[src/cpu_pkg.sv]
`default_nettype none

package cpu_pkg;

   localparam int XLEN       = 32;
   localparam int REG_COUNT  = 32;
   localparam int REG_ADDR_W = 5;
   localparam int IMM_W      = 16;

   typedef logic [REG_ADDR_W-1:0] reg_addr_t;
   typedef logic [XLEN-1:0]       word_t;

   // Primary opcodes
   localparam logic [5:0] OP_RTYPE = 6'h00;
   localparam logic [5:0] OP_XORI  = 6'h01;
   localparam logic [5:0] OP_SUBI  = 6'h02;
   localparam logic [5:0] OP_ADDI  = 6'h03;
   localparam logic [5:0] OP_ORI   = 6'h0C;
   localparam logic [5:0] OP_ANDI  = 6'h0F;
   localparam logic [5:0] OP_LW    = 6'h1E;
   localparam logic [5:0] OP_SW    = 6'h1F;
   localparam logic [5:0] OP_BEQ   = 6'h30;
   localparam logic [5:0] OP_BNE   = 6'h31;

   // Funct codes of the R-format group
   localparam logic [5:0] FN_XOR = 6'h01;
   localparam logic [5:0] FN_SUB = 6'h02;
   localparam logic [5:0] FN_ADD = 6'h03;
   localparam logic [5:0] FN_OR  = 6'h04;
   localparam logic [5:0] FN_AND = 6'h07;
   localparam logic [5:0] FN_SLT = 6'h36;
   localparam logic [5:0] FN_SLE = 6'h37;

   typedef enum logic [2:0] {
      ALU_XOR = 3'd0,
      ALU_SUB = 3'd1,
      ALU_ADD = 3'd2,
      ALU_OR  = 3'd3,
      ALU_AND = 3'd4
   } alu_op_e;

   typedef enum logic [1:0] {
      SET_NONE = 2'd0,
      SET_LT   = 2'd1,
      SET_LE   = 2'd2
   } set_mode_e;

   typedef struct packed {
      logic [5:0] opcode;
      reg_addr_t  rs;
      reg_addr_t  rt;
      reg_addr_t  rd;
      logic [4:0] shamt;
      logic [5:0] funct;
   } r_fields_t;

   typedef struct packed {
      logic [5:0]       opcode;
      reg_addr_t        rs;
      reg_addr_t        rt;
      logic [IMM_W-1:0] imm;
   } i_fields_t;

   // Same word, two views
   typedef union packed {
      r_fields_t r;
      i_fields_t i;
   } instr_u;

   typedef struct packed {
      word_t     a;
      word_t     b;
      word_t     imm;
      logic      use_imm;
      alu_op_e   alu_op;
      set_mode_e set_mode;
      reg_addr_t dest;
      logic      reg_write;
      logic      mem_read;
      logic      mem_write;
   } id_ex_t;

   typedef struct packed {
      word_t     result;
      word_t     store_data;
      reg_addr_t dest;
      logic      reg_write;
      logic      mem_read;
      logic      mem_write;
   } ex_mem_t;

   typedef struct packed {
      logic      we;
      reg_addr_t dest;
      word_t     data;
   } wb_t;

endpackage

`default_nettype wire

[src/fetch_unit.sv]
`timescale 1ns/100ps
`default_nettype none

module fetch_unit (
   input  logic            clk,
   input  logic            reset,
   input  logic            branch_taken,
   input  cpu_pkg::word_t  branch_target,
   output cpu_pkg::word_t  imem_addr,
   input  cpu_pkg::word_t  imem_data,
   output cpu_pkg::instr_u instr,
   output cpu_pkg::word_t  pc_next_seq
);
   import cpu_pkg::*;

   word_t pc_plus4;

   assign pc_plus4 = imem_addr + word_t'(4);

   // The PC itself drives the instruction address
   always_ff @(posedge clk) begin
      if (reset) begin
         imem_addr <= '0;
      end else if (branch_taken) begin
         imem_addr <= branch_target;
      end else begin
         imem_addr <= pc_plus4;
      end
   end

   // Fetch/decode register, all-zero word is the no-op
   always_ff @(posedge clk) begin
      pc_next_seq <= pc_plus4;
      if (reset) begin
         instr <= '0;
      end else begin
         instr <= imem_data;
      end
   end

endmodule

`default_nettype wire

[src/register_file.sv]
`timescale 1ns/100ps
`default_nettype none

module register_file (
   input  logic              clk,
   input  cpu_pkg::reg_addr_t rs_addr,
   input  cpu_pkg::reg_addr_t rt_addr,
   output cpu_pkg::word_t    rs_data,
   output cpu_pkg::word_t    rt_data,
   input  cpu_pkg::wb_t      wb
);
   import cpu_pkg::*;

   word_t regs [REG_COUNT];

   always_ff @(posedge clk) begin
      if (wb.we) begin
         regs[wb.dest] <= wb.data;
      end
   end

   // Write-through so a read in the writeback cycle sees the new value
   always_comb begin
      if (rs_addr == '0) begin
         rs_data = '0;
      end else if (wb.we && (wb.dest == rs_addr)) begin
         rs_data = wb.data;
      end else begin
         rs_data = regs[rs_addr];
      end
   end

   always_comb begin
      if (rt_addr == '0) begin
         rt_data = '0;
      end else if (wb.we && (wb.dest == rt_addr)) begin
         rt_data = wb.data;
      end else begin
         rt_data = regs[rt_addr];
      end
   end

endmodule

`default_nettype wire

[src/decode_stage.sv]
`timescale 1ns/100ps
`default_nettype none

module decode_stage (
   input  logic            clk,
   input  logic            reset,
   input  cpu_pkg::instr_u instr,
   input  cpu_pkg::word_t  pc_next_seq,
   input  cpu_pkg::wb_t    wb,
   output logic            branch_taken,
   output cpu_pkg::word_t  branch_target,
   output cpu_pkg::id_ex_t id_ex
);
   import cpu_pkg::*;

   word_t  rs_data;
   word_t  rt_data;
   word_t  imm_ext;
   logic   is_beq;
   logic   is_bne;
   id_ex_t id_ex_next;

   register_file u_regs (
      .clk     (clk),
      .rs_addr (instr.r.rs),
      .rt_addr (instr.r.rt),
      .rs_data (rs_data),
      .rt_data (rt_data),
      .wb      (wb)
   );

   assign imm_ext = {{(XLEN-IMM_W){instr.i.imm[IMM_W-1]}}, instr.i.imm};

   always_comb begin
      id_ex_next           = '0;
      id_ex_next.a         = rs_data;
      id_ex_next.b         = rt_data;
      id_ex_next.imm       = imm_ext;
      id_ex_next.alu_op    = ALU_ADD;
      id_ex_next.set_mode  = SET_NONE;
      // Immediates and loads write rt
      id_ex_next.dest      = instr.i.rt;
      is_beq               = 1'b0;
      is_bne               = 1'b0;
      case (instr.r.opcode)
         OP_RTYPE: begin
            id_ex_next.dest      = instr.r.rd;
            id_ex_next.reg_write = 1'b1;
            case (instr.r.funct)
               FN_XOR: id_ex_next.alu_op = ALU_XOR;
               FN_SUB: id_ex_next.alu_op = ALU_SUB;
               FN_ADD: id_ex_next.alu_op = ALU_ADD;
               FN_OR:  id_ex_next.alu_op = ALU_OR;
               FN_AND: id_ex_next.alu_op = ALU_AND;
               FN_SLT: begin
                  id_ex_next.alu_op   = ALU_SUB;
                  id_ex_next.set_mode = SET_LT;
               end
               FN_SLE: begin
                  id_ex_next.alu_op   = ALU_SUB;
                  id_ex_next.set_mode = SET_LE;
               end
               // Unknown funct, including the no-op, writes nothing
               default: id_ex_next.reg_write = 1'b0;
            endcase
         end
         OP_XORI, OP_SUBI, OP_ADDI, OP_ORI, OP_ANDI: begin
            id_ex_next.use_imm   = 1'b1;
            id_ex_next.reg_write = 1'b1;
            case (instr.i.opcode)
               OP_XORI: id_ex_next.alu_op = ALU_XOR;
               OP_SUBI: id_ex_next.alu_op = ALU_SUB;
               OP_ORI:  id_ex_next.alu_op = ALU_OR;
               OP_ANDI: id_ex_next.alu_op = ALU_AND;
               default: id_ex_next.alu_op = ALU_ADD;
            endcase
         end
         OP_LW: begin
            id_ex_next.use_imm   = 1'b1;
            id_ex_next.reg_write = 1'b1;
            id_ex_next.mem_read  = 1'b1;
         end
         OP_SW: begin
            id_ex_next.use_imm   = 1'b1;
            id_ex_next.mem_write = 1'b1;
         end
         OP_BEQ: is_beq = 1'b1;
         OP_BNE: is_bne = 1'b1;
         default: ;
      endcase
   end

   // Branches resolve here, the next fetched word is the delay slot
   assign branch_taken  = (is_beq && (rs_data == rt_data)) ||
                          (is_bne && (rs_data != rt_data));
   assign branch_target = pc_next_seq + {imm_ext[XLEN-3:0], 2'b00};

   always_ff @(posedge clk) begin
      id_ex <= id_ex_next;
      if (reset) begin
         id_ex.reg_write <= 1'b0;
         id_ex.mem_read  <= 1'b0;
         id_ex.mem_write <= 1'b0;
      end
   end

endmodule

`default_nettype wire

[src/execute_stage.sv]
`timescale 1ns/100ps
`default_nettype none

module execute_stage (
   input  logic             clk,
   input  logic             reset,
   input  cpu_pkg::id_ex_t  id_ex,
   output cpu_pkg::ex_mem_t ex_mem
);
   import cpu_pkg::*;

   word_t       op_b;
   logic [XLEN:0] sub_full;
   word_t       diff;
   logic        no_borrow;
   word_t       alu_out;
   ex_mem_t     ex_mem_next;

   assign op_b = id_ex.use_imm ? id_ex.imm : id_ex.b;

   // a - b as a + ~b + 1, carry out set means a >= b unsigned
   assign sub_full  = {1'b0, id_ex.a} + {1'b0, ~op_b} + {{XLEN{1'b0}}, 1'b1};
   assign diff      = sub_full[XLEN-1:0];
   assign no_borrow = sub_full[XLEN];

   always_comb begin
      case (id_ex.alu_op)
         ALU_XOR: alu_out = id_ex.a ^ op_b;
         ALU_SUB: alu_out = diff;
         ALU_ADD: alu_out = id_ex.a + op_b;
         ALU_OR:  alu_out = id_ex.a | op_b;
         ALU_AND: alu_out = id_ex.a & op_b;
         default: alu_out = id_ex.a + op_b;
      endcase
   end

   always_comb begin
      ex_mem_next            = '0;
      ex_mem_next.store_data = id_ex.b;
      ex_mem_next.dest       = id_ex.dest;
      ex_mem_next.reg_write  = id_ex.reg_write;
      ex_mem_next.mem_read   = id_ex.mem_read;
      ex_mem_next.mem_write  = id_ex.mem_write;
      case (id_ex.set_mode)
         SET_LT:  ex_mem_next.result = {{(XLEN-1){1'b0}}, ~no_borrow};
         // Less or equal is a borrow or an exact match
         SET_LE:  ex_mem_next.result = {{(XLEN-1){1'b0}}, ~no_borrow | (diff == '0)};
         default: ex_mem_next.result = alu_out;
      endcase
   end

   always_ff @(posedge clk) begin
      ex_mem <= ex_mem_next;
      if (reset) begin
         ex_mem.reg_write <= 1'b0;
         ex_mem.mem_read  <= 1'b0;
         ex_mem.mem_write <= 1'b0;
      end
   end

endmodule

`default_nettype wire

[src/result_stage.sv]
`timescale 1ns/100ps
`default_nettype none

module result_stage (
   input  logic             clk,
   input  logic             reset,
   input  cpu_pkg::ex_mem_t ex_mem,
   output cpu_pkg::word_t   mem_addr,
   output cpu_pkg::word_t   mem_wdata,
   output logic             mem_write,
   output logic             mem_read,
   input  cpu_pkg::word_t   mem_rdata,
   output cpu_pkg::wb_t     wb
);
   import cpu_pkg::*;

   // ALU result doubles as the data address for loads and stores
   assign mem_addr  = ex_mem.result;
   assign mem_wdata = ex_mem.store_data;
   assign mem_write = ex_mem.mem_write;
   assign mem_read  = ex_mem.mem_read;

   // Load data is valid in the same cycle as mem_read
   always_ff @(posedge clk) begin
      wb.dest <= ex_mem.dest;
      if (ex_mem.mem_read) begin
         wb.data <= mem_rdata;
      end else begin
         wb.data <= ex_mem.result;
      end
      if (reset) begin
         wb.we <= 1'b0;
      end else begin
         wb.we <= ex_mem.reg_write;
      end
   end

endmodule

`default_nettype wire

[src/cpu_top.sv]
`timescale 1ns/100ps
`default_nettype none

module cpu_top (
   input  logic           clk,
   input  logic           reset,
   output cpu_pkg::word_t imem_addr,
   input  cpu_pkg::word_t imem_data,
   output cpu_pkg::word_t mem_addr,
   output cpu_pkg::word_t mem_wdata,
   output logic           mem_write,
   output logic           mem_read,
   input  cpu_pkg::word_t mem_rdata
);
   import cpu_pkg::*;

   instr_u  instr;
   word_t   pc_next_seq;
   word_t   branch_target;
   logic    branch_taken;
   id_ex_t  id_ex;
   ex_mem_t ex_mem;
   wb_t     wb;

   fetch_unit u_fetch (
      .clk           (clk),
      .reset         (reset),
      .branch_taken  (branch_taken),
      .branch_target (branch_target),
      .imem_addr     (imem_addr),
      .imem_data     (imem_data),
      .instr         (instr),
      .pc_next_seq   (pc_next_seq)
   );

   decode_stage u_decode (
      .clk           (clk),
      .reset         (reset),
      .instr         (instr),
      .pc_next_seq   (pc_next_seq),
      .wb            (wb),
      .branch_taken  (branch_taken),
      .branch_target (branch_target),
      .id_ex         (id_ex)
   );

   execute_stage u_execute (
      .clk    (clk),
      .reset  (reset),
      .id_ex  (id_ex),
      .ex_mem (ex_mem)
   );

   // Memory access and writeback share one stage module
   result_stage u_result (
      .clk       (clk),
      .reset     (reset),
      .ex_mem    (ex_mem),
      .mem_addr  (mem_addr),
      .mem_wdata (mem_wdata),
      .mem_write (mem_write),
      .mem_read  (mem_read),
      .mem_rdata (mem_rdata),
      .wb        (wb)
   );

endmodule

`default_nettype wire

[config.mk]
export PLATFORM = sky130hd
export DESIGN_NAME = cpu_top
export DESIGN_NICKNAME = d
export VERILOG_FILES = /design/src/cpu_pkg.sv /design/src/fetch_unit.sv /design/src/register_file.sv /design/src/decode_stage.sv /design/src/execute_stage.sv /design/src/result_stage.sv /design/src/cpu_top.sv
export SDC_FILE = /design/constraint.sdc
export NUM_CORES = 2
export LEC_CHECK = 0
export BUFFER_PORTS_ARGS = -buffer_cell sky130_fd_sc_hd__clkbuf_2
export CAP_MARGIN = 20
export CORE_MARGIN = 1.5
export CORE_UTILIZATION = 50
export CTS_CLUSTER_DIAMETER = 80
export DETAILED_ROUTE_END_ITERATION = 16
export PLACE_DENSITY_LB_ADDON = 0.25
export SYNTH_ARGS = -nofsm -noshare
export SYNTH_HDL_FRONTEND = slang
export SYNTH_SLANG_ARGS = --single-unit
[constraint.sdc]
create_clock -name clk -period 7.85 [get_ports clk]
set_input_delay 0.785 -clock clk [delete_from_list [all_inputs] [get_ports clk]]
set_output_delay 0.785 -clock clk [all_outputs]
set_load 0.01 [all_outputs]
==> impl_results.md <==
* Worst VDD drop at 253 uV
* Vias in the first global route at 40500
* Post-Synth Adder-Cell Area at 2.97%
* Post-synth EDFFs at 1024
* DP Worst Slack at 2.08 ns
* DR vias at 41900
* Syn nets at 4390
* Mapped cell area at 63600 sq um
* Critical Path Most Common Cell: a211oi_1
* H-tree lvl count at 4
* Syn. warnings at 0
* Total global-route track usage at 32.7%
* Syn Inst Count at 4175
* Slowest cell on crit path: dfxtp_4
* Final Setup Violations at 0
* Antenna violations before repair at 11
* HP Class: in2reg
* Slew Limit Fails at 0
* Port buffer count at 163
* Core area at 126000 sq um
* Setup TNS at 0 ns
* PwrDens at 267 nW/um^2
* CTS buffer count at 139
* Internal reg-to-reg setup slack at 1.97 ns
* CTS tree: yes
* Worst path required time at 8.51 ns
* RSZ-0062 raised after global routing: false
* Register area share after synthesis at 57.8%
* # clock sinks at 1324
* Critical-path cell list: buf_12 -> mux4_2 -> nor2b_1 -> a211oi_1 -> a211oi_1 -> nor3_1 -> a21oi_1 -> xnor2_1 -> nand4_1 -> nor3_2 -> nand4_2 -> mux2i_4 -> buf_4 -> mux2_2
* Max_cap viols at 0
* Fin Hold WS at 0.212 ns
* Complex-gate fraction of the synthesized area at 7.42%
* WHS Path Cells at 2
* Largest net degree at the start of global routing at 76
* Rel. slew slack at 20.5%
* R2R depth at 14
* Clk buf depth at 3
* CP Capture Type: register
* Drt first pass iters at 6
* Tightest Pin Transition at 1.19 ns
* Horiz. Die Dim at 360 um
* Share of synthesized registers carrying an async set or reset at 0%
* Later-pin clock latency in the skew report at 0.80 ns
* Post-synthesis mux area share at 21.0%
* Worst-path clk slew at 0.06 ns
* CTS Hold Bufs at 0
* Io pins at 164
* GR Overflow Total at 0
* Simple-Gate Fraction of Synth Area at 5.26%
* Startpoint types: register
* Final hold vios at 0
* Number of nets in the layout at 4523
* Most used DFF post-synth: edfxtp_1
* Detailed Place HPWL at 136 mm
* Netlist cell types at 87
* Filler Cell Count at 9786
* Leakage power at 0.0241 uW
* Die area at 129000 sq um
* Starting density of the core at 50.5%
* Placed cell areas at 66100 sq um
* Chip Height at 360 um
* Final cycle utilization of the critical path at 74.9%
* Outcome: completed
* Post-CTS sizing at 0
* Pwr Total at 18900 uW
* CP Class: reg2reg
* Fin area at 70800 sq um
* Total wire length at 213 mm
* Via density at 6.90
* WL per Instance at 35.1 um
* First-pass GRT wire length at 300 mm
* Share of post-route cells with drive strength above 1 at 26.2%
* Xor/xnor cell area share of the yosys netlist at 2.01%
* Worst clock skew at 0.0353 ns
* Peak Freq at 170 MHz
* Largest family of logic cells by synthesized area: multiplexers
* Final Worst Setup Slack at 1.97 ns
* Worst-path fanout max at 45
* RePlAce Congestion at 0.953
* Yosys reg bits at 1324
* Critical Path Max Stage Delay at 0.89 ns
* Post-CTS Setup Bufs at 0
* P&R area growth vs syn at 11.3%
* Post-route ant nets at 0
* CTS Root Cell: clkbuf_16
* Rows at 130
* Final min period at 5.88 ns
* Worst Path Arrival at 6.54 ns
* # DRC at 0
* Avg Inst Size Synth at 15.2 sq um
* Iter 0 DRT Violations at 6395
==> Yosys cell counts, types with 88 or more instances <==
| cell type | instances | area, sq um |
|---|---|---|
| edfxtp_1 | 1024 | 30700 |
| mux4_2 | 497 | 11200 |
| dfxtp_1 | 300 | 6010 |
| a21oi_1 | 224 | 1120 |
| nand2_1 | 190 | 713 |
| nor2_1 | 174 | 653 |
| ha_1 | 146 | 1830 |
| clkbuf_1 | 123 | 462 |
| inv_1 | 121 | 454 |
| xnor2_1 | 116 | 1020 |
| mux2i_1 | 111 | 1110 |
| buf_4 | 106 | 796 |
| o21ai_0 | 94 | 470 |
| a22oi_1 | 89 | 668 |
| o22ai_1 | 88 | 551 |
==> report_power, final <==
part | switching (uW) | leakage [uW] | total (uW) | internal [uW]
clock network | 2840 | 0.00214 | 6500 | 3660
registers | 350 | 0.0117 | 8940 | 8590
logic | 2340 | 0.0103 | 3500 | 1160
total | 5530 | 0.0241 | 18900 | 13400
==> area by class of cell <==
type                            instances  area (sq um)  share of cell area, %
Sequential cell                      1324         36800                   52.0
Multi-Input combinational cell       2408         24800                   35.1
Clock buffer                          183          3790                   5.35
Timing Repair Buffer                  309          2180                   3.08
Tap cell                             1650          2060                   2.92
Clock inverter                         66           632                  0.893
Inverter                              126           473                  0.668
Antenna cell                            6          15.0                 0.0212
==> worst max-delay path, delay by kind of cell (launching register included) <==
family,cells,cell delay (ns)
DFF,1,0.89
AOI/OAI and AO/OA,3,1.20
buffers and inverters,2,0.84
and+or+nand+nor,5,1.25
xor gates and xnor gates,1,0.22
muxes,3,1.21
==> through the flow <==
step | cells | util [%]
global placement | 5808 | 52.5
detailed placement | 5810 | 52.5
global route | 6066 | 56.2
CTS | 6059 | 56.0
finish | 6072 | 56.2
floorplan | 4175 | -
==> sequential cells by signal, summed over array words and instances, names as in the netlist <==
| name | count |
|---|---|
| u_fetch.instr | 32 |
| u_decode.u_regs.regs | 1024 |
| u_fetch.pc_next_seq | 32 |
| u_execute.ex_mem | 72 |
| u_fetch.imem_addr | 32 |
| u_result.wb | 38 |
| u_decode.id_ex | 94 |
==> path summary, 6_finish.rpt <==
kind / endpoint / from
max reg2reg: u_fetch.imem_addr[31]$_SDFF_PP0_ / u_fetch.instr[16]$_SDFF_PP0_
min: u_fetch.instr[15]$_SDFF_PP0_ / imem_data[15]
max: u_fetch.imem_addr[31]$_SDFF_PP0_ / u_fetch.instr[16]$_SDFF_PP0_
min reg2reg: u_result.wb[36]$_DFF_P_ / u_execute.ex_mem[7]$_DFF_P_
==> kinds of logic after synthesis <==
family	after synthesis
XOR/XNOR	146
AO/OA/AOI/OAI	733
adder cells (fa/ha/maj)	149
multiplexers	691
AND/OR/NAND/NOR	689
flip-flops	1324
buffers and inverters	443
==> placed cells by master (no fill, tap or decap), drive strengths merged, types with 59 or more instances in the layout <==
| cell type | count |
|---|---|
| mux2 | 78 |
| clkbuf | 346 |
| ha | 146 |
| o22ai | 88 |
| xnor2 | 116 |
| mux2i | 112 |
| mux4 | 501 |
| a21oi | 224 |
| nor2b | 59 |
| nand2 | 190 |
| o21ai | 96 |
| dfxtp | 300 |
| inv | 132 |
| buf | 146 |
| edfxtp | 1024 |
| nor2 | 174 |
| a22oi | 89 |
==> per-layer routing <==
layer / global-route usage (%) / part of all wire [%] / up-vias
li1: - / - / 16800
met2: 50.5 / 46 / 3204
met5: 0 / 0.029 / -
met4: 18.2 / 6.4 / 6
met1: 42.2 / 35 / 21200
met3: 8.84 / 13 / 691
Power figures use the tool's default switching activity.
